**config.mk**
```make
export PLATFORM = sky130hd
export DESIGN_NAME = oversample_filter
export DESIGN_NICKNAME = d
export VERILOG_FILES = /design/src/verilog/osf_pkg.sv /design/src/verilog/oversample_filter.sv
export SDC_FILE = /design/constraint.sdc
export NUM_CORES = 1
export LEC_CHECK = 0
export BUFFER_PORTS_ARGS = -buffer_cell sky130_fd_sc_hd__buf_4
export CAP_MARGIN = 20
export CORE_MARGIN = 5
export CORE_UTILIZATION = 60
export CTS_BUF_LIST = sky130_fd_sc_hd__clkbuf_2 sky130_fd_sc_hd__clkbuf_4 sky130_fd_sc_hd__clkbuf_8
export CTS_CLUSTER_SIZE = 20
export DETAILED_ROUTE_END_ITERATION = 10
export PLACE_DENSITY_LB_ADDON = 0.1
export REMOVE_ABC_BUFFERS = 1
export SLEW_MARGIN = 20
export SYNTH_ARGS = -nofsm -noshare
export SYNTH_HDL_FRONTEND = slang
export SYNTH_SLANG_ARGS = --single-unit
```
**constraint.sdc**
```tcl
create_clock -name clk_in -period 5 [get_ports clk_in]
set_clock_uncertainty 0.2 [all_clocks]
set_input_delay 1.25 -clock clk_in [delete_from_list [all_inputs] [get_ports clk_in]]
set_output_delay 1.25 -clock clk_in [all_outputs]
set_load 0.03 [all_outputs]
```
**src/verilog/osf_pkg.sv**
```systemverilog
package osf_pkg;

	////////////////////
	// sizes
	////////////////////

	localparam int N_CH    = 4;                  // channels on the shared adc bus
	localparam int W_DATA  = 18;                 // adc sample and averaged result
	localparam int W_OS    = 3;                  // log2 of the oversample ratio
	localparam int MAX_OS  = 7;                  // largest os, ratio of 128
	localparam int W_SUM   = W_DATA + MAX_OS;    // accumulator never wraps
	localparam int W_CH    = $clog2(N_CH);       // channel tag
	localparam int W_DELAY = 16;                 // settling count

	////////////////////
	// types
	////////////////////

	typedef logic signed [W_DATA-1:0] sample_t;
	typedef logic signed [W_SUM-1:0]  sum_t;
	typedef logic [W_CH-1:0]          chan_t;
	typedef logic [W_OS-1:0]          os_t;
	typedef logic [W_DELAY-1:0]       delay_t;

	// per channel filter states
	typedef enum logic [1:0] {
		OSF_IDLE,    // channel off
		OSF_DELAY,   // throwing away settling samples
		OSF_SAMPLE   // summing a window
	} osf_state_t;

	typedef struct packed {
		chan_t   chan;   // which filter it belongs to
		sample_t data;
	} osf_sample_t;

	typedef struct packed {
		chan_t   chan;   // source channel of the average
		sample_t data;
	} osf_result_t;

endpackage
```
**src/verilog/oversample_filter.sv**
```systemverilog
`timescale 1ns/1ps

module oversample_filter #(
	parameter int CH_ID = 0 // tag this filter listens to
) (
	input  logic                 clk_in,
	input  logic                 reset_in,
	input  osf_pkg::osf_sample_t sample,
	input  logic                 sample_valid,
	input  logic                 activate,
	input  logic                 update_en,
	input  logic                 update,
	input  osf_pkg::os_t         os_set,
	input  osf_pkg::delay_t      delay_set,
	output osf_pkg::sample_t     avg,
	output logic                 avg_valid
);

	////////////////////
	// internal signals
	////////////////////

	osf_pkg::osf_state_t state;
	osf_pkg::osf_state_t state_next;
	osf_pkg::osf_state_t settle_state;   // where a new window starts
	osf_pkg::os_t        os_cur;         // latched settings
	osf_pkg::delay_t     delay_cur;
	osf_pkg::delay_t     cnt;            // samples taken in current state
	osf_pkg::delay_t     cnt_next;
	osf_pkg::delay_t     win_last;       // count value of the closing sample
	osf_pkg::sum_t       acc;
	osf_pkg::sum_t       acc_next;
	osf_pkg::sum_t       sum_full;       // acc plus incoming sample
	osf_pkg::sum_t       sum_shr;
	osf_pkg::sample_t    din;
	logic                hit;            // valid sample for this channel
	logic                emit;           // closing sample of a window

	assign din      = sample.data;
	assign hit      = sample_valid && (sample.chan == osf_pkg::chan_t'(CH_ID));
	assign win_last = osf_pkg::delay_t'((1 << os_cur) - 1); // 2^os samples per window
	assign sum_full = acc + osf_pkg::sum_t'(din);            // sign extended add
	assign sum_shr  = sum_full >>> os_cur;                   // floor average

	// skip the delay state entirely when no settling is asked for
	assign settle_state = (delay_cur == '0) ? osf_pkg::OSF_SAMPLE : osf_pkg::OSF_DELAY;

	////////////////////
	// next state
	////////////////////

	always_comb begin
		state_next = state;
		cnt_next   = cnt;
		acc_next   = acc;
		emit       = 1'b0;
		if (!activate) begin
			// deactivation drops any partial window
			state_next = osf_pkg::OSF_IDLE;
			cnt_next   = '0;
			acc_next   = '0;
		end else begin
			case (state)
				osf_pkg::OSF_IDLE: begin
					state_next = settle_state;
					cnt_next   = '0;
					acc_next   = '0;
				end
				osf_pkg::OSF_DELAY: begin
					if (hit)
						cnt_next = cnt + 1'b1;     // discarded sample
					if (cnt_next >= delay_cur) begin
						state_next = osf_pkg::OSF_SAMPLE;
						cnt_next   = '0;
					end
				end
				osf_pkg::OSF_SAMPLE: begin
					if (hit) begin
						if (cnt >= win_last) begin
							// window closes on this sample
							emit       = 1'b1;
							state_next = settle_state;
							cnt_next   = '0;
							acc_next   = '0;
						end else begin
							acc_next = sum_full;
							cnt_next = cnt + 1'b1;
						end
					end
				end
				default: begin
					state_next = osf_pkg::OSF_IDLE;
				end
			endcase
		end
	end

	////////////////////
	// registers
	////////////////////

	always_ff @(posedge clk_in) begin
		if (reset_in) begin
			state     <= osf_pkg::OSF_IDLE;
			cnt       <= '0;
			acc       <= '0;
			avg_valid <= 1'b0;
			os_cur    <= '0;
			delay_cur <= '0;
		end else begin
			state     <= state_next;
			cnt       <= cnt_next;
			acc       <= acc_next;
			avg_valid <= emit;           // one cycle after the closing sample
			if (update && update_en) begin
				os_cur    <= os_set;
				delay_cur <= delay_set;
			end
		end
	end

	// result payload, qualified by avg_valid
	always_ff @(posedge clk_in) begin
		if (emit)
			avg <= osf_pkg::sample_t'(sum_shr);
	end

endmodule

```
# After elaboration in Yosys (flattened, before gate mapping)
# Cells that the tools add are included.
[totals]
reg_bits = 81
input_bits = 45
[op_classes]
n_addsub = 3
n_reduce_logical = 11
shift = 2
magnitude_cmp = 2
n_mux = 19
n_bitwise = 1
n_eq_ne = 5
[ops]
columns = ["operator", "count"]
rows = [
  ["$mux W16", 6],
  ["$mux W25", 2],
  ["$pmux W25 S2", 1],
  ["$pmux W16 S3", 1],
  ["$ge A16 B16 Y1", 2],
  ["$add A25 B18 Y25", 1],
  ["$sshr A25 B3 Y18", 1],
  ["$add A16 B1 Y16 const B", 1],
  ["$logic_not A16 Y1", 1],
  ["$shl A1 B3 Y16 const A", 1],
  ["$sub A16 B2 Y16 const B", 1],
  ["$mux W2", 4],
  ["$ne A2 B2 Y1 const B", 3],
  ["$pmux W2 S3", 1],
  ["$logic_not A2 Y1", 2],
  ["$mux W1", 4],
  ["$reduce_and A2 Y1", 2],
  ["$reduce_and A3 Y1", 1],
  ["$reduce_bool A3 Y1", 1],
  ["$eq A2 B1 Y1 const B", 1],
  ["$eq A2 B2 Y1 const B", 1],
  ["$logic_and A1 B1 Y1", 2],
  ["$reduce_bool A2 Y1", 1],
  ["$reduce_or A2 Y1", 1],
  ["$not A1 Y1", 1],
]

# Longest topological paths before layout
[logic_depth]
depth_word = 8
mapped_depth = 19
mapped_depth_nobuf = 15

# Worst setup path after synthesis
# OpenSTA, ideal clock, no wires.
[synth_timing]
path_type = "input-to-reg"
startpoint = "input port sample[19] (netlist name)"
endpoint = "register cnt[5]"
t_arrival_ns = 4.069
required_time_ns = 4.713
n_path_buf = 3
stages = 17
setup_slack_ns = 0.644
cell_sequence = "nor2_1 -> nand2_1 -> clkbuf_1 -> nor2_1 -> nand2_1 -> xnor2_1 -> ha_1 -> a21o_1 -> a21o_1 -> a211oi_1 -> o211ai_1 -> a21o_1 -> clkbuf_1 -> o21ai_0 -> clkbuf_1 -> nor2_1 -> o31ai_1"
[synth_between]
elab_chain_len = 8
elab_cells_between_ends = 10
classes_between = "1 x order compare; 1 x eq/ne; 5 x mux; 3 x reduce/logical"
[synth_lines]
columns = ["item", "line", "source"]
rows = [
  ["start, declared", "oversample_filter.sv:8", "input osf_pkg::osf_sample_t sample,"],
  ["$logic_not A2 Y1 (*)", "oversample_filter.sv:40", "assign hit = sample_valid && (sample.chan == osf_pkg::chan_t'(CH_ID));"],
  ["$logic_and A1 B1 Y1 (*)", "oversample_filter.sv:40", ""],
  ["$mux W16", "oversample_filter.sv:70", "if (hit)"],
  ["$mux W16", "oversample_filter.sv:63", "case (state)"],
  ["$mux W16", "oversample_filter.sv:57", "if (!activate) begin"],
  ["$ge A16 B16 Y1", "oversample_filter.sv:72", "if (cnt_next >= delay_cur) begin"],
  ["$mux W16", "oversample_filter.sv:72", ""],
  ["$pmux W16 S3", "oversample_filter.sv:63", ""],
  ["end signal, assigned", "oversample_filter.sv:112", "cnt <= cnt_next;"],
  ["end, declared", "oversample_filter.sv:28", "osf_pkg::delay_t cnt;"],
]
# Mark *: on every way between the ends. The rest lies on a longest branch, timed or not. The select of a mux whose other input is x is not followed.
# A chain may end at the register's enable or synchronous reset.

# Worst setup path in the final report
[layout_timing]
startpoint = "input port sample[19] (netlist name)"
endpoint = "register cnt[15]"
# Same word-level chain as after synthesis.

==> flow_summary_export.csv <==
group,metric,value,unit
pwr,powerDensity,217,nW/µm²
outcome,outcome,"finished clean",
timing,drv_slew,0,
synth,ys.flop_type,"dfxtp_1",
timing,final-setup-viol-count,0,
timing,rsz0062_at_grt,"false",
die,rows,37,
synth,ys_seq_area_frac,0.294,
timing,fin_crit,4.40,ns
detailed_routing,dr.pass1.iters,6,
setup_path,startpoint_type,"primary input",
setup_path,critPathKind,"in -> reg",
timing,max_slew_margin,0.551,
timing,finalCritPeriodShare,0.880,
synth,synth.distinct_cells,61,
cells_and_area,drive_gt1_frac,0.134,
grt,antenna_found_initial,0,
timing,timing.setup.tns,0,ns
placement,dp_hpwl,12200,µm
die,start_util,0.605,
clocking,post_cts_buffers,0,
synth,ys_seq_elements,81,
die,ioPinCount,64,
clocking,clkSinkCount,81,
detailed_routing,avgViaCountPerCell,6.08,
clocking,cts-root-buf,"clkbuf_8",
setup_path,cp_max_fo,11,
synth,synth_warnings,0,
grt,grt_usage,0.256,
detailed_routing,routedWlPerCell,16.6,µm
timing,fmax,227,MHz
clocking,clk_pin_slew,0.10,ns
timing,finalHoldViolations,0,
detailed_routing,antenna_left,0,
setup_path,critical_path.endpoint_type,"register",
grt,grt_max_degree,37,
hold_path,hold_path.class,"reg -> reg",
detailed_routing,drt-initial-drc-count,351,
synth,syn_area,6130,µm²
synth,synthArstFlopShare,0,
setup_path,rr_endpoint,"cnt[15]$_SDFFE_PP0P_",
clocking,postCtsHoldBufs,0,
clocking,cts_buffers,9,
placement,dp_slack,0.261,ns
timing,setup_slack,0.601,ns
setup_path,worstPathArrival,4.49,ns
placement,portBuffers,63,
pwr,vdd_drop_max,0.161,mV
cells_and_area,antenna_cells,0,
die,core,10100,µm²
detailed_routing,vias,5815,
pwr,p_leak,2.80,nW
setup_path,r2r_slack,0.65,ns
clocking,ctsLongestPathBuffers,2,
setup_path,cp_data_required_time,5.10,ns
placement,place_congestion,0.997,
cells_and_area,n_fill_cell,841,
setup_path,rr_worst_depth,16,
detailed_routing,wl,15900,µm
cells_and_area,fin_nets,916,
clocking,ctsResizeCount,0,
setup_path,r2r_start,"cnt[2]$_SDFFE_PP0P_",
cells_and_area,multiInputGateArea,4020,µm²
die,die_y,111,µm
cells_and_area,final-seq-area,1800,µm²
synth,netlist_instances,775,
synth,syn_area_per_cell,7.91,µm²
grt,grt_pass1_vias,5607,
flow_run,cap_violations,0,
detailed_routing,drc,0,
clocking,clk_latency,0.37,ns
pwr,finalPower,1.49,mW
clocking,htreeDepth,3,
die,die_area,12300,µm²
cells_and_area,synthToLayoutAreaGrowth,12.0,%
setup_path,cp-endpoint,"cnt[15]$_SDFFE_PP0P_",
synth,synth_edf_count,18,
grt,grt_overflow,0,
setup_path,startpoint,"sample[19]",
grt,grt_first_pass_wirelength,26400,µm
clocking,cts_tree,"built",
die,die_x,111,µm
timing,tightest_slew,0.667,ns
==> final cells by class <==
cell class / instances / area share
well taps: 136 / 0.0248
inverters: 35 / 0.0191
repair buffers: 75 / 0.0820
flip-flops and latches: 81 / 0.262
clock buffers: 9 / 0.0180
clock inverters: 7 / 0.00875
multi-input cells: 614 / 0.585
==> cell usage after synthesis, drive strengths merged (15+ instances only) <==
| library cell | n | share of area |
|---|---|---|
| o21ai | 41 | 0.033 |
| ha | 54 | 0.11 |
| mux2i | 26 | 0.042 |
| edfxtp | 18 | 0.088 |
| o211ai | 15 | 0.018 |
| nor3 | 18 | 0.015 |
| nor2 | 62 | 0.038 |
| a22oi | 23 | 0.028 |
| nand2 | 108 | 0.066 |
| a21o | 18 | 0.022 |
| xnor2 | 25 | 0.036 |
| a21oi | 74 | 0.060 |
| dfxtp | 63 | 0.21 |
| clkbuf | 38 | 0.023 |
| nand3 | 23 | 0.019 |
| inv | 34 | 0.021 |
==> power breakdown <==
group          total [mW]  switching [mW]  internal [mW]  leakage, nW
clock               0.472           0.281          0.191       0.0984
sequential          0.690         0.00987          0.681        0.672
combinational       0.329           0.201          0.127         2.03
total                1.49           0.492          0.999         2.80
==> worst max-delay path: stages <==
cell and delay, ns:
buf_4 0.11, nor2_1 0.12, nand2_1 0.23, nor2_1 0.33
nand2_1 0.13, xnor2_1 0.22, ha_1 0.29, a21o_1 0.16
a21o_1 0.17, a211oi_1 0.31, o211ai_1 0.14, a21o_1 0.28
nor2_1 0.30, buf_4 0.21, nand3_1 0.09, a21oi_1 0.17
==> flip-flops by register name, summed over array words and instances (netlist names) <==
| register | flops |
|---|---|
| acc | 25 |
| state | 2 |
| avg | 18 |
| avg_valid | 1 |
| cnt | 16 |
| os_cur | 3 |
| delay_cur | 16 |
==> logic make-up (layout without fill, tap and decap cells) <==
logic type / Yosys count / count (layout) / share of synthesized area
simple gates: 258 / 258 / 0.189
compound gates: 224 / 224 / 0.233
flops: 81 / 81 / 0.294
buf+inv: 80 / 126 / 0.0512
fa+ha+maj: 55 / 55 / 0.113
mux: 39 / 39 / 0.0663
xor+xnor: 37 / 37 / 0.0529
other cells: 1 / 1 / 0.000612
==> layer usage <==
layer / global-route usage / share of wire / vias to the layer above
met4: 0.105 / 0.026 / 0
met3: 0.0273 / 0.041 / 26
li1: - / - / 2885
met5: 0 / 0 / -
met2: 0.466 / 0.51 / 156
met1: 0.307 / 0.42 / 2748
==> stage by stage <==
step	instance area, µm²	utilization	hold WS (ns)	std cells
finish	6870	0.677	0.280	957
global route	6870	0.677	0.315	957
CTS	6870	0.677	0.282	957
detailed placement	6680	0.659	0.268	941
global placement	6680	0.659	0.264	941
floorplan	5950	-	0.236	730
==> cells in the final DEF, fill, tap and decap left out, drive strengths merged, types with 15 or more instances in the layout <==
cell,synthesis,final
a21o,18,18
a21oi,74,74
a22oi,23,23
buf,7,75
dfxtp,63,63
edfxtp,18,18
ha,54,54
inv,34,39
mux2i,26,26
nand2,108,108
nand3,23,23
nor2,62,62
nor3,18,18
o211ai,15,15
o21ai,41,41
xnor2,25,25
==> worst min-delay path by stage <==
| stage | endpoint | depth (start not counted) | start | slack (ns) |
|---|---|---|---|---|
| floorplan | acc[12]$_SDFFE_PP0P_ | 2 | acc[12]$_SDFFE_PP0P_ | 0.24 |
| global placement | acc[12]$_SDFFE_PP0P_ | 2 | acc[12]$_SDFFE_PP0P_ | 0.26 |
| detailed placement | delay_cur[5]$_SDFFE_PP0P_ | 2 | delay_cur[5]$_SDFFE_PP0P_ | 0.27 |
| CTS | delay_cur[5]$_SDFFE_PP0P_ | 2 | delay_cur[5]$_SDFFE_PP0P_ | 0.28 |
| global route | acc[12]$_SDFFE_PP0P_ | 2 | acc[12]$_SDFFE_PP0P_ | 0.31 |
| finish | delay_cur[5]$_SDFFE_PP0P_ | 2 | delay_cur[5]$_SDFFE_PP0P_ | 0.28 |
Power figures use the tool's default switching activity.
