--- config.mk ---
export PLATFORM = sky130hd
export DESIGN_NAME = osf_result_buffer
export DESIGN_NICKNAME = d
export VERILOG_FILES = /design/src/verilog/osf_pkg.sv /design/src/verilog/osf_result_buffer.sv
export SDC_FILE = /design/constraint.sdc
export NUM_CORES = 1
export LEC_CHECK = 0
export ABC_AREA = 1
export ABC_CLOCK_PERIOD_IN_PS = 1950
export BUFFER_PORTS_ARGS = -buffer_cell sky130_fd_sc_hd__buf_2
export CAP_MARGIN = 0
export CORE_ASPECT_RATIO = 2
export CORE_MARGIN = 2
export CORE_UTILIZATION = 38
export DETAILED_ROUTE_END_ITERATION = 12
export PLACE_DENSITY = 0.66
export SLEW_MARGIN = 0
export SYNTH_ARGS = -nofsm -noshare
export SYNTH_HDL_FRONTEND = slang
export SYNTH_SLANG_ARGS = --single-unit
--- constraint.sdc ---
create_clock -name clk_in -period 1.95 [get_ports clk_in]
set_input_delay 0.2925 -clock clk_in [delete_from_list [all_inputs] [get_ports clk_in]]
set_output_delay 0.2925 -clock clk_in [all_outputs]
set_load 0.1 [all_outputs]
--- src/verilog/osf_pkg.sv ---
package osf_pkg;

	////////////////////
	// sizes
	////////////////////

	localparam int N_CH    = 4;                  // channels on the shared adc bus
	localparam int W_DATA  = 18;                 // adc sample and averaged result
	localparam int W_OS    = 3;                  // log2 of the oversample ratio
	localparam int MAX_OS  = 7;                  // largest os, ratio of 128
	localparam int W_SUM   = W_DATA + MAX_OS;    // accumulator never wraps
	localparam int W_CH    = $clog2(N_CH);       // channel tag
	localparam int W_DELAY = 16;                 // settling count

	////////////////////
	// types
	////////////////////

	typedef logic signed [W_DATA-1:0] sample_t;
	typedef logic signed [W_SUM-1:0]  sum_t;
	typedef logic [W_CH-1:0]          chan_t;
	typedef logic [W_OS-1:0]          os_t;
	typedef logic [W_DELAY-1:0]       delay_t;

	// per channel filter states
	typedef enum logic [1:0] {
		OSF_IDLE,    // channel off
		OSF_DELAY,   // throwing away settling samples
		OSF_SAMPLE   // summing a window
	} osf_state_t;

	typedef struct packed {
		chan_t   chan;   // which filter it belongs to
		sample_t data;
	} osf_sample_t;

	typedef struct packed {
		chan_t   chan;   // source channel of the average
		sample_t data;
	} osf_result_t;

endpackage
--- src/verilog/osf_result_buffer.sv ---
`timescale 1ns/1ps

module osf_result_buffer #(
	parameter int DEPTH = 2
) (
	input  logic             clk_in,
	input  logic             reset_in,
	input  logic             push,
	input  osf_pkg::sample_t din,
	input  logic             pop,
	output osf_pkg::sample_t head,
	output logic             not_empty,
	output logic             overflow
);

	localparam int W_PTR = (DEPTH > 1) ? $clog2(DEPTH) : 1;
	localparam int W_CNT = $clog2(DEPTH + 1);

	osf_pkg::sample_t mem [DEPTH];   // storage
	logic [W_PTR-1:0] rd_ptr;
	logic [W_PTR-1:0] wr_ptr;
	logic [W_CNT-1:0] fill;          // entries held
	logic             full;
	logic             do_push;
	logic             do_pop;

	// circular pointer step
	function automatic logic [W_PTR-1:0] ptr_inc(input logic [W_PTR-1:0] p);
		return (p == W_PTR'(DEPTH - 1)) ? '0 : p + 1'b1;
	endfunction

	assign full      = (fill == W_CNT'(DEPTH));
	assign not_empty = (fill != '0);
	assign head      = mem[rd_ptr];            // first word always visible
	assign do_pop    = pop && not_empty;
	assign do_push   = push && (!full || do_pop); // a pop frees the slot this edge

	always_ff @(posedge clk_in) begin
		if (reset_in) begin
			rd_ptr   <= '0;
			wr_ptr   <= '0;
			fill     <= '0;
			overflow <= 1'b0;
		end else begin
			if (do_push)
				wr_ptr <= ptr_inc(wr_ptr);
			if (do_pop)
				rd_ptr <= ptr_inc(rd_ptr);
			case ({do_push, do_pop})
				2'b10:   fill <= fill + 1'b1;
				2'b01:   fill <= fill - 1'b1;
				default: fill <= fill;
			endcase
			if (push && !do_push)
				overflow <= 1'b1;          // sticky until reset
		end
	end

	always_ff @(posedge clk_in) begin
		if (do_push)
			mem[wr_ptr] <= din;
	end

endmodule

Yosys cells after proc, flatten, opt, wreduce, memory -nomap -nowiden
Memories as Yosys holds them, arrays and structs flattened. A register that Yosys moved wholly into a read port is not among the register bits.
Index checks and enable logic that the tools add are counted.

operators by class
  reduce and logical (&&, ||, !) cells = 8
  equal/unequal tests = 3
  mux-type cells = 7
  add/sub/neg operators = 4

operators with widths
  operator                                              count
  2-to-1 mux 1 bit                                      6
  equality test 2 bit (second input constant)           2
  one-hot mux 2 bit (2 select lines)                    1
  nonzero test 2 bit                                    2
  logical AND 1 bit                                     3
  adder 1 bit (second input constant)                   2
  adder 2 x 1 -> 2 bit (second input constant)          1
  equality test 2 x 1 -> 1 bit (second input constant)  1
  logical NOT 1 bit                                     2
  subtractor 2 x 1 -> 2 bit (second input constant)     1
  logical OR 1 bit                                      1

storage, ports and cells
  output and inout bits = 20
  bits in registers = 5
  word-level logic and storage cells = 27
  input bits = 22
  memories = 1
  RAM bits = 36

memory list
  name  words  width  rd ports  clocked after Yosys merged registers in  wr ports  line                     source
  mem   2      18     1         1                                        1         osf_result_buffer.sv:19  osf_pkg::sample_t mem [DEPTH];

Logic depth before layout (Yosys ltp)
Gate-level depths: netlist of run 1.

  word-level depth = 6
  mapped depth = 10
  depth with buffers taken out = 10

Least setup slack after synthesis of run 1
No wires, ideal clock.

  kind = reg-to-reg
  start point = register fill[1]
  end point = register fill[1]
  buffers on the path = 0
  period minus slack after synthesis = 1.909 ns
  required time = 1.886 ns
  arrival = 1.846 ns
  path slack = 0.041 ns
  cell stages (with the launch flop) = 11
  library setup time = 0.064 ns
  path through = dfxtp_1 inv_1 nand2_1 nand2_1 inv_1 ha_1 inv_1 nand2_1 nor2_1 nor2_1 nor2_1

on the way
  cells in the longest elaborated chain, start to end = 6
  elaborated cells between the ends (all ways) = 12
  those cells by class = add/sub: 2; eq/ne: 3; mux: 1; reduce/logical: 6

RTL lines
  item                                                                             line                     source
  from (decl)                                                                      osf_result_buffer.sv:22  logic [W_CNT-1:0] fill;
  from (signal assigned)                                                           osf_result_buffer.sv:50  2'b10: fill <= fill + 1'b1;
  from (signal assigned)                                                           osf_result_buffer.sv:51  2'b01: fill <= fill - 1'b1;
  from (signal assigned)                                                           osf_result_buffer.sv:52  default: fill <= fill;
  nonzero test 2 bit (*)                                                           osf_result_buffer.sv:33  assign not_empty = (fill != '0);
  net not_empty                                                                    osf_result_buffer.sv:12  output logic not_empty,
  logical AND 1 bit (*)                                                            osf_result_buffer.sv:35  assign do_pop = pop && not_empty;
  net do_pop                                                                       osf_result_buffer.sv:25  logic do_pop;
  logical OR 1 bit                                                                 osf_result_buffer.sv:36  assign do_push = push && (!full || do_pop);
  logical AND 1 bit                                                                osf_result_buffer.sv:36
  equality test 2 x 1 -> 1 bit / equality test 2 bit (equally long branches)       osf_result_buffer.sv:49  case ({do_push, do_pop})
  one-hot mux 2 bit (2 select lines) / nonzero test 2 bit (equally long branches)  --

The timed path passes the listed nets; every way through them passes the cells marked *.
A chain may end at the register's enable or synchronous reset.

==> metrics.md, run 1 <==
| Metric | Value |
|---|---|
| Initial antenna violation count | 0 |
| Worst Setup Path Type | flop to output pin |
| Yosys cell types | 15 |
| Worst r2r src | fill[0]$_SDFFE_PP0P_ |
| Net Count, Synth | 122 |
| Antenna cells | 0 |
| Setup violations, final | 0 |
| Die height | 96.74 um |
| Rel. slew slack | 0.6803 |
| Layout cells sized above 1 | 0.4698 |
| Most common cell after layout, fill and taps aside | edfxtp_1 |
| Dpl hpwl | 2.174 mm |
| Die X | 50.37 um |
| Row count | 33 |
| Crit path arrival time | 1.47 ns |
| Vias in the first global route | 1049 |
| Clock latency on the worst-skew pair | 0.28 ns |
| Hold path depth | 2 |
| R2R Path End | fill[1]$_SDFFE_PP0P_ |
| Area growth from synthesis to final layout | 39.20% |
| Cells after synthesis | 99 |
| CTS tree | done |
| GRT overflow | 0 |
| Most frequent cells in the layout | 36 x edfxtp_1, 23 x buf_2, 18 x buf_12, 10 x mux2_4, 9 x inv_1 |
| Reg2reg setup slack | 0.49 ns |
| Core ar. | 4129 um^2 |
| Max-cap viol count | 0 |
| First-pass GRT wire length | 4.602 mm |
| Vias per cell | 4.652 |
| Min Clock Period, post-route | 1.764 ns |
| CP Capture Type | output pin |
| Post-Synthesis Cell Area | 1634 um^2 |
| Hold bufs inserted after CTS | 0 |
| Final Skew | 0.005514 ns |
| Power Density | 1223 nW/um^2 |
| Sequential area share after synthesis | 0.7351 |
| Synth warnings | 0 |
| Status | finished clean |
| Final hold viol count | 0 |
| Seq cells post-synth | 42 |
| Post-DRT Antenna Nets | 0 |
| F_max | 566.8 MHz |
| Vias post-DR | 935 |
| Root Buffer | clkbuf_8 |
| CTS Buf Count | 5 |
| Io pins | 42 |
| Iteration-0 DRC Markers | 26 |
| CP Data Required Time | 1.66 ns |
| Worst-Margin Slew | 0.4829 ns |
| Hold slack | 0.1677 ns |
| Top cells by area, synth | edfxtp_1 66%, mux2_4 9.2%, dfxtp_1 7.4%, mux2_2 5.5%, inv_1 2.1% |
| Initial DRT Pass Iterations | 4 |
| Final #Nets | 171 |
| Final Max Tran Viols | 0 |
| Setup bufs post-CTS | 0 |
| Area of the die | 4873 um^2 |
| CTS HTree Levels | 2 |
| Post_cts resized | 0 |
| Max clock buf depth | 2 |
| Area fraction of the dominant cell type after synthesis | 0.6616 |
| Crit-path max FO | 18 |
| Clk pin slew, worst setup/hold paths | 0.07 ns |
| Total track usage | 0.1286 |
| HP Class | input port to flop |
| Setup_tns | 0 ns |
| Final GP Congestion | 0.6521 |
| # clock sinks | 42 |
| R2R depth | 9 |
| Largest net degree at the start of global routing | 19 |
| Hold Startpoint | reset_in |
| Initial core utilization | 0.3958 |
| Area leader, netlist | edfxtp_1 |
| Routed WL | 2.838 mm |
| P_leak | 0.0009196 uW |
| DRC | 0 |
| Peak supply drop | 0.6829 mV |
| Hold worst-path end | overflow$_SDFFE_PP0P_ |
| Period utilisation layout | 0.9048 |
| Routed WL per cell | 14.12 um |
| Port Buffers | 41 |
| Average size of a mapped cell | 16.51 um^2 |
| RSZ-0062 raised after global routing | no |
| Startpoint Class | flop |
==> critical path, stage by stage (launching register included) <==
cell     delay, ns
dfxtp_1       0.31
buf_4         0.28
mux2_2        0.41
buf_12        0.17
==> cell usage after synthesis (all sizes together) <==
| master | count |
|---|---|
| mux2 | 18 |
| nand3 | 2 |
| nor2 | 9 |
| dfxtp | 6 |
| a21oi | 3 |
| nand2 | 8 |
| ha | 1 |
| inv | 10 |
| nand4 | 2 |
| edfxtp | 36 |
| buf | 2 |
| o21ai | 2 |
==> sequential cells by signal (all words and copies together) (netlist names), named ones only <==
register,flops
fill,2
mem,36
overflow,1
rd_ptr,1
wr_ptr,1
==> power breakdown <==
part,leakage [uW],switching (uW),internal (uW)
sequential,0.000387,27.2,1060
clock,0.0000524,264,383
combinational,0.000480,690,363
total,0.000920,981,1800
==> worst max-delay path by stage <==
stage | from | endpoint | slack (ns) | depth (start not counted)
final | flop | head[10] | 0.19 | 3
after global routing | flop | head[10] | 0.12 | 3
after CTS | flop | head[10] | 0.16 | 3
after detailed placement | flop | head[10] | 0.48 | 3
after global placement | flop | head[5] | 0.51 | 3
after floorplan | fill[1]$_SDFFE_PP0P_ | fill[1]$_SDFFE_PP0P_ | 0.04 | 10
==> cell type report <==
cell class / instances / area (um^2)
inverters: 10 / 37.54
well taps: 52 / 65.06
flip-flops and latches: 42 / 1201
multi-input cells: 45 / 366.6
clock inverters: 1 / 30.03
clock buffers: 7 / 76.32
fillers: 357 / 1854
repair buffers: 44 / 498.0
==> routing by layer <==
layer  vias up  GRT usage  routed length (um)
li1        451          -                   -
met1       448     0.1109                 938
met2        31     0.2439                1682
met3         5    0.02778                 140
met4         0    0.08524                  77
met5         -          0                   0
==> per-stage QoR <==
| stage | instance area, um^2 | total power, uW | instances | setup slack (ns) | utilization |
|---|---|---|---|---|---|
| finish | 2275 | 2783 | 201 | 0.1857 | 0.5509 |
| global placement | 2168 | 2133 | 193 | 0.5093 | 0.5252 |
| floorplan | 1634 | 1828 | 99 | 0.04050 | - |
| global route | 2275 | 2882 | 201 | 0.1238 | 0.5509 |
| detailed placement | 2168 | 2164 | 193 | 0.4843 | 0.5252 |
| CTS | 2275 | 2814 | 201 | 0.1580 | 0.5509 |
==> kinds of logic after synthesis <==
logic type	Yosys count	synth area share
flip-flops	42	0.7351
AND/OR/NAND/NOR	21	0.05283
multiplexers	18	0.1470
buffers and inverters	12	0.04211
AO/OA/AOI/OAI	5	0.01531
adder cells (fa/ha/maj)	1	0.007656
(Power assumes the default switching activity.)
==> run 2: changes to the inputs <==
--- a/config.mk
+++ b/config.mk
@@ -9,11 +9,11 @@
 export ABC_CLOCK_PERIOD_IN_PS = 1950
 export BUFFER_PORTS_ARGS = -buffer_cell sky130_fd_sc_hd__buf_2
 export CAP_MARGIN = 0
-export CORE_ASPECT_RATIO = 2
+export CORE_ASPECT_RATIO = 0.8
 export CORE_MARGIN = 2
-export CORE_UTILIZATION = 38
+export CORE_UTILIZATION = 51
 export DETAILED_ROUTE_END_ITERATION = 12
-export PLACE_DENSITY = 0.66
+export PLACE_DENSITY = 0.82
 export SLEW_MARGIN = 0
 export SYNTH_ARGS = -nofsm -noshare
 export SYNTH_HDL_FRONTEND = slang
==> metrics.md, run 2 (same netlist as run 1, synthesis figures left out) <==
| Metric | Value |
|---|---|
| Max-cap viol count | 0 (unchanged) |
| Routed WL per cell | 13.90 um (-1.5%) |
| Die height | 54.63 um (-44%) |
| Final hold viol count | 0 (unchanged) |
| Port Buffers | 41 (unchanged) |
| Delay-heaviest family, CP | multiplexers |
| HP Class | input port to flop |
| Vias in the first global route | 974 (-7.1%) |
| Crit path arrival time | 1.38 ns (-0.09 ns) |
| Period utilisation layout | 0.8568 (-0.04802) |
| Clk pin slew, worst setup/hold paths | 0.07 ns (about the same) |
| Clock latency on the worst-skew pair | 0.28 ns (about the same) |
| Final GP Congestion | 0.7569 (+16%) |
| Cells along the critical path | buf_4 -> mux2_2 -> buf_12 |
| F_max | 598.6 MHz (+5.6%) |
| CTS tree | done |
| Crit-path max FO | 8 (-10) |
| Leading registers by flop count | mem x36, fill x2 |
| Overall Power | 2960 uW (+6.4%) |
| Initial antenna violation count | 0 (unchanged) |
| Row count | 18 (-45%) |
| Routed WL | 2.669 mm (-6.0%) |
| Post_cts resized | 0 (unchanged) |
| Critical path's largest stage delay | 0.39 ns (-0.02 ns) |
| Worst-Margin Slew | 0.4854 ns (+0.002488 ns) |
| Core ar. | 3063 um^2 (-26%) |
| Top layer in use | met3 |
| Final #Nets | 174 (+1.8%) |
| Setup_tns | 0 ns (unchanged) |
| Io pins | 42 (unchanged) |
| Met3 routed WL | 216 um (+54%) |
| Max clock buf depth | 2 (unchanged) |
| Rel. slew slack | 0.6786 (-0.001647) |
| Post-place setup slack | 0.5149 ns (+0.03061 ns) |
| Largest register FFs | 36 (unchanged) |
| CTS HTree Levels | 2 (unchanged) |
| GRT overflow | 0 (unchanged) |
| Wire length on met1 | 1.083 mm (+15%) |
| Initial core utilization | 0.5335 (+0.1377) |
| Hold bufs inserted after CTS | 0 (unchanged) |
| Dpl hpwl | 1.947 mm (-10%) |
| Setup violations, final | 0 (unchanged) |
| CP Capture Type | output pin |
| # clock sinks | 42 (unchanged) |
| First-pass GRT wire length | 4.319 mm (-6.1%) |
| Root Buffer | clkbuf_8 |
| CP Data Required Time | 1.66 ns (about the same) |
| Iteration-0 DRC Markers | 25 (-3.8%) |
| DR WL met2 | 1.368 mm (-19%) |
| DRC | 0 (unchanged) |
| Layout cells sized above 1 | 0.4868 (+0.01704) |
| Largest net degree at the start of global routing | 14 (-5) |
| Die X | 67.29 um (+34%) |
| P_leak | 0.0009541 uW (+3.7%) |
| Slowest-stage cell, CP | mux2_2 |
| RSZ-0062 raised after global routing | no |
| Peak supply drop | 0.7955 mV (+16%) |
| Min Clock Period, post-route | 1.671 ns (-0.09364 ns) |
| Vias per cell | 4.833 (+3.9%) |
| Status | finished clean |
| Total track usage | 0.1708 (+0.04221) |
| Hold slack | 0.1714 ns (+0.003656 ns) |
| Worst Setup Path Type | flop to output pin |
| Initial DRT Pass Iterations | 4 (unchanged) |
| Final Max Tran Viols | 0 (unchanged) |
| Antenna cells | 0 (unchanged) |
| Layout Utilization | 0.7561 (+0.2052) |
| CP Buf/Inv Count | 2 (unchanged) |
| Final worst slack | 0.2793 ns (+0.09364 ns) |
| Most common cell after layout, fill and taps aside | edfxtp_1 |
| CTS Buf Count | 5 (unchanged) |
| Setup bufs post-CTS | 0 (unchanged) |
| Power Density | 1278 nW/um^2 (+4.5%) |
| Startpoint Class | flop |
| Final Skew | 0.007861 ns (+0.002347 ns) |
| Area growth from synthesis to final layout | 41.73% |
| Reg with most FFs | mem |
| Most frequent cells in the layout | 36 x edfxtp_1, 23 x buf_2, 18 x buf_12, 10 x mux2_4 |
| Post-DRT Antenna Nets | 0 (unchanged) |
| Area of the die | 3676 um^2 (-25%) |
| Vias post-DR | 928 (-0.75%) |
## run 2: per-layer routing
layer	vias to the layer above	GRT usage
met3	0	0.07407
met2	37	0.2954
met4	0	0.05782
met1	436	0.1925
met5	-	0
li1	455	-
## run 2: path summary, 6_finish.rpt
| kind | cells after the start | slack [ns] | to | startpoint |
|---|---|---|---|---|
| worst min register to register | 2 | 0.45 | overflow$_SDFFE_PP0P_ | overflow$_SDFFE_PP0P_ |
| worst max-delay path | 3 | 0.28 | head[4] | flop |
| worst max register to register | 9 | 0.50 | fill[1]$_SDFFE_PP0P_ | fill[0]$_SDFFE_PP0P_ |
| worst min-delay path | 2 | 0.17 | overflow$_SDFFE_PP0P_ | reset_in |
## run 2: cell type report
type | instances | area, um^2
inverter | 10 | 37.54
tap | 40 | 50.05
timing repair buffer | 47 | 520.5
fill | 192 | 747.0
sequential | 42 | 1201
multi-input combinational | 45 | 364.1
clock inverter | 2 | 60.06
clock buffer | 6 | 82.58
## run 2: metrics by stage
stage | std cells | area [um^2]
after floorplan | 99 | 1634
after global placement | 184 | 2173
after detailed placement | 184 | 2173
after CTS | 192 | 2316
after global routing | 192 | 2316
final | 192 | 2316
## run 2: report_power, final
| part | internal (uW) | switching [uW] | total, uW |
|---|---|---|---|
| Clock | 546 | 268 | 813 |
| Combinational | 371 | 692 | 1060 |
| Sequential | 1060 | 28.3 | 1080 |
==> run 3: changes to the inputs <==
--- a/config.mk
+++ b/config.mk
@@ -13,8 +13,8 @@
 export CORE_MARGIN = 2
 export CORE_UTILIZATION = 51
 export DETAILED_ROUTE_END_ITERATION = 12
-export PLACE_DENSITY = 0.82
-export SLEW_MARGIN = 0
+export PLACE_DENSITY = 0.74
+export SLEW_MARGIN = 20
 export SYNTH_ARGS = -nofsm -noshare
 export SYNTH_HDL_FRONTEND = slang
 export SYNTH_SLANG_ARGS = --single-unit
==> metrics.md, run 3 (same netlist as run 1, synthesis figures left out) <==
| Metric | Value |
|---|---|
| Antenna cells | 0 (unchanged) |
| # clock sinks | 42 (unchanged) |
| DRC | 0 (unchanged) |
| CTS Buf Count | 5 (unchanged) |
| Vias per cell | 4.932 (+2.0%) |
| Power Density | 1184 nW/um^2 (-7.4%) |
| Final Max Tran Viols | 0 (unchanged) |
| Crit-path max FO | 10 (+2) |
| Vias post-DR | 937 (+0.97%) |
| Startpoint Class | flop |
| Area of the die | 3676 um^2 (unchanged) |
| Leading registers by flop count | mem x36, fill x2 |
| F_max | 603.1 MHz (+0.76%) |
| FILL cells | 211 (+9.9%) |
| CP Capture Type | output pin |
| Iteration-0 DRC Markers | 30 (+20%) |
| Worst-Margin Slew | 0.4830 ns (-0.002468 ns) |
| Dpl hpwl | 2.044 mm (+5.0%) |
| Largest register FFs | 36 (unchanged) |
| Post_cts resized | 0 (unchanged) |
| Routed WL per cell | 14.54 um (+4.6%) |
| Status | finished clean |
| Final hold viol count | 0 (unchanged) |
| CTS HTree Levels | 2 (unchanged) |
| Max-cap viol count | 0 (unchanged) |
| Clock power frac | 0.193 (-0.082) |
| Clock latency on the worst-skew pair | 0.28 ns (about the same) |
| Period utilisation layout | 0.8503 (-0.006436) |
| Register area | 1201 um^2 (unchanged) |
| NetSw | 983.7 uW (-0.44%) |
| Final #Nets | 172 (-1.1%) |
| Peak supply drop | 0.7438 mV (-6.5%) |
| Routed WL | 2.762 mm (+3.5%) |
| Root Buffer | clkbuf_8 |
| Overall Power | 2652 uW (-10%) |
| Multi-input logic area | 364.1 um^2 (unchanged) |
| P_leak | 0.0009150 uW (-4.1%) |
| Layout Utilization | 0.7312 (-0.02492) |
| Core ar. | 3063 um^2 (unchanged) |
| Total track usage | 0.1737 (+0.002842) |
| Setup violations, final | 0 (unchanged) |
| Clk pin slew, worst setup/hold paths | 0.07 ns (about the same) |
| Worst Setup Path Type | flop to output pin |
| Vias in the first global route | 948 (-2.7%) |
| Reg with most FFs | mem |
| Row count | 18 (unchanged) |
| Comb pwr share | 0.398 (+0.039) |
| Final GP Congestion | 0.8182 (+8.1%) |
| RSZ-0062 raised after global routing | no |
| Max clock buf depth | 2 (unchanged) |
| Hold slack | 0.1644 ns (-0.006929 ns) |
| Most common cell after layout, fill and taps aside | edfxtp_1 |
| Post-DP Area | 2158 um^2 (-0.69%) |
| Sequential share of power | 0.409 (+0.043) |
| Setup_tns | 0 ns (unchanged) |
| Min Clock Period, post-route | 1.658 ns (-0.01255 ns) |
| CP Data Required Time | 1.66 ns (about the same) |
| Area growth from synthesis to final layout | 37.06% |
| Port Buffers | 41 (unchanged) |
| Initial antenna violation count | 0 (unchanged) |
| Rel. slew slack | 0.6802 (+0.001634) |
| Design area | 2240 um^2 (-3.3%) |
| Setup bufs post-CTS | 0 (unchanged) |
| Internal cell power | 1668 uW (-15%) |
| HP Class | input port to flop |
| Crit path arrival time | 1.37 ns (about the same) |
| Hold bufs inserted after CTS | 0 (unchanged) |
| Io pins | 42 (unchanged) |
| Initial DRT Pass Iterations | 4 (unchanged) |
| Die X | 67.29 um (unchanged) |
| CTS tree | done |
| Switching share of power | 0.3710 (+0.03722) |
| Post-DRT Antenna Nets | 0 (unchanged) |
| Layout cells sized above 1 | 0.4667 (-0.02018) |
| Final Skew | 0.006036 ns (-0.001825 ns) |
| Most frequent cells in the layout | 36 x edfxtp_1, 23 x buf_2, 18 x buf_12, 10 x mux2_4 |
| Initial core utilization | 0.5335 (unchanged) |
| GRT overflow | 0 (unchanged) |
| Largest net degree at the start of global routing | 19 (+5) |
| Die height | 54.63 um (unchanged) |
| First-pass GRT wire length | 4.312 mm (-0.16%) |
run 3: changes by cell type in the layout (fill, tap and decap cells not counted):
| cell | delta |
|---|---|
| bufinv_16 | -2 |
| clkbuf_8 | -1 |
| clkbuf_1 | +1 |
| buf_4 | -2 |
| clkinv_2 | +1 |
| clkinv_1 | +1 |
run 3: worst paths after layout:
| path | start | to | slack (ns) | cells past startpoint |
|---|---|---|---|---|
| worst max-delay path | flop | head[2] | 0.29 | 3 |
| worst min-delay path | reset_in | overflow$_SDFFE_PP0P_ | 0.16 | 2 |
| worst max register to register | fill[0]$_SDFFE_PP0P_ | fill[1]$_SDFFE_PP0P_ | 0.54 | 9 |
| worst min register to register | overflow$_SDFFE_PP0P_ | overflow$_SDFFE_PP0P_ | 0.44 | 2 |
run 3: area by class of cell:
cell class,count,area share
Clock buffer,6,0.03240
Clock inverter,2,0.003911
Inverter,10,0.01676
Multi-Input combinational cell,45,0.1626
Sequential cell,42,0.5363
Tap cell,40,0.02235
Timing Repair Buffer,45,0.2257
run 3: metal layers:
| metal | part of all wire | up-vias | track usage |
|---|---|---|---|
| met2 | 0.52 | 31 | 0.2871 |
| met1 | 0.40 | 445 | 0.2025 |
| li1 | - | 456 | - |
| met3 | 0.066 | 5 | 0.06173 |
| met4 | 0.014 | 0 | 0.09184 |
| met5 | 0 | - | 0 |
run 3: critical path: stages (launching register included):
cell     delay [ns]
dfxtp_1        0.33
buf_4          0.23
mux2_4         0.34
buf_12         0.17
run 3: power groups by stage:
stage / combinational (uW) / clock, uW / sequential, uW
finish: 1060 / 513 / 1080
global route: 1100 / 564 / 1090
CTS: 1060 / 527 / 1080
detailed placement: 1060 / 0 / 1100
global placement: 1040 / 0 / 1100
floorplan: 724 / 0 / 1100
run 3: metrics by stage:
step | instances | worst slack (ns)
after floorplan | 99 | 0.04050
after global placement | 182 | 0.6170
after detailed placement | 182 | 0.5491
after CTS | 190 | 0.2689
after global routing | 190 | 0.2262
final | 190 | 0.2919
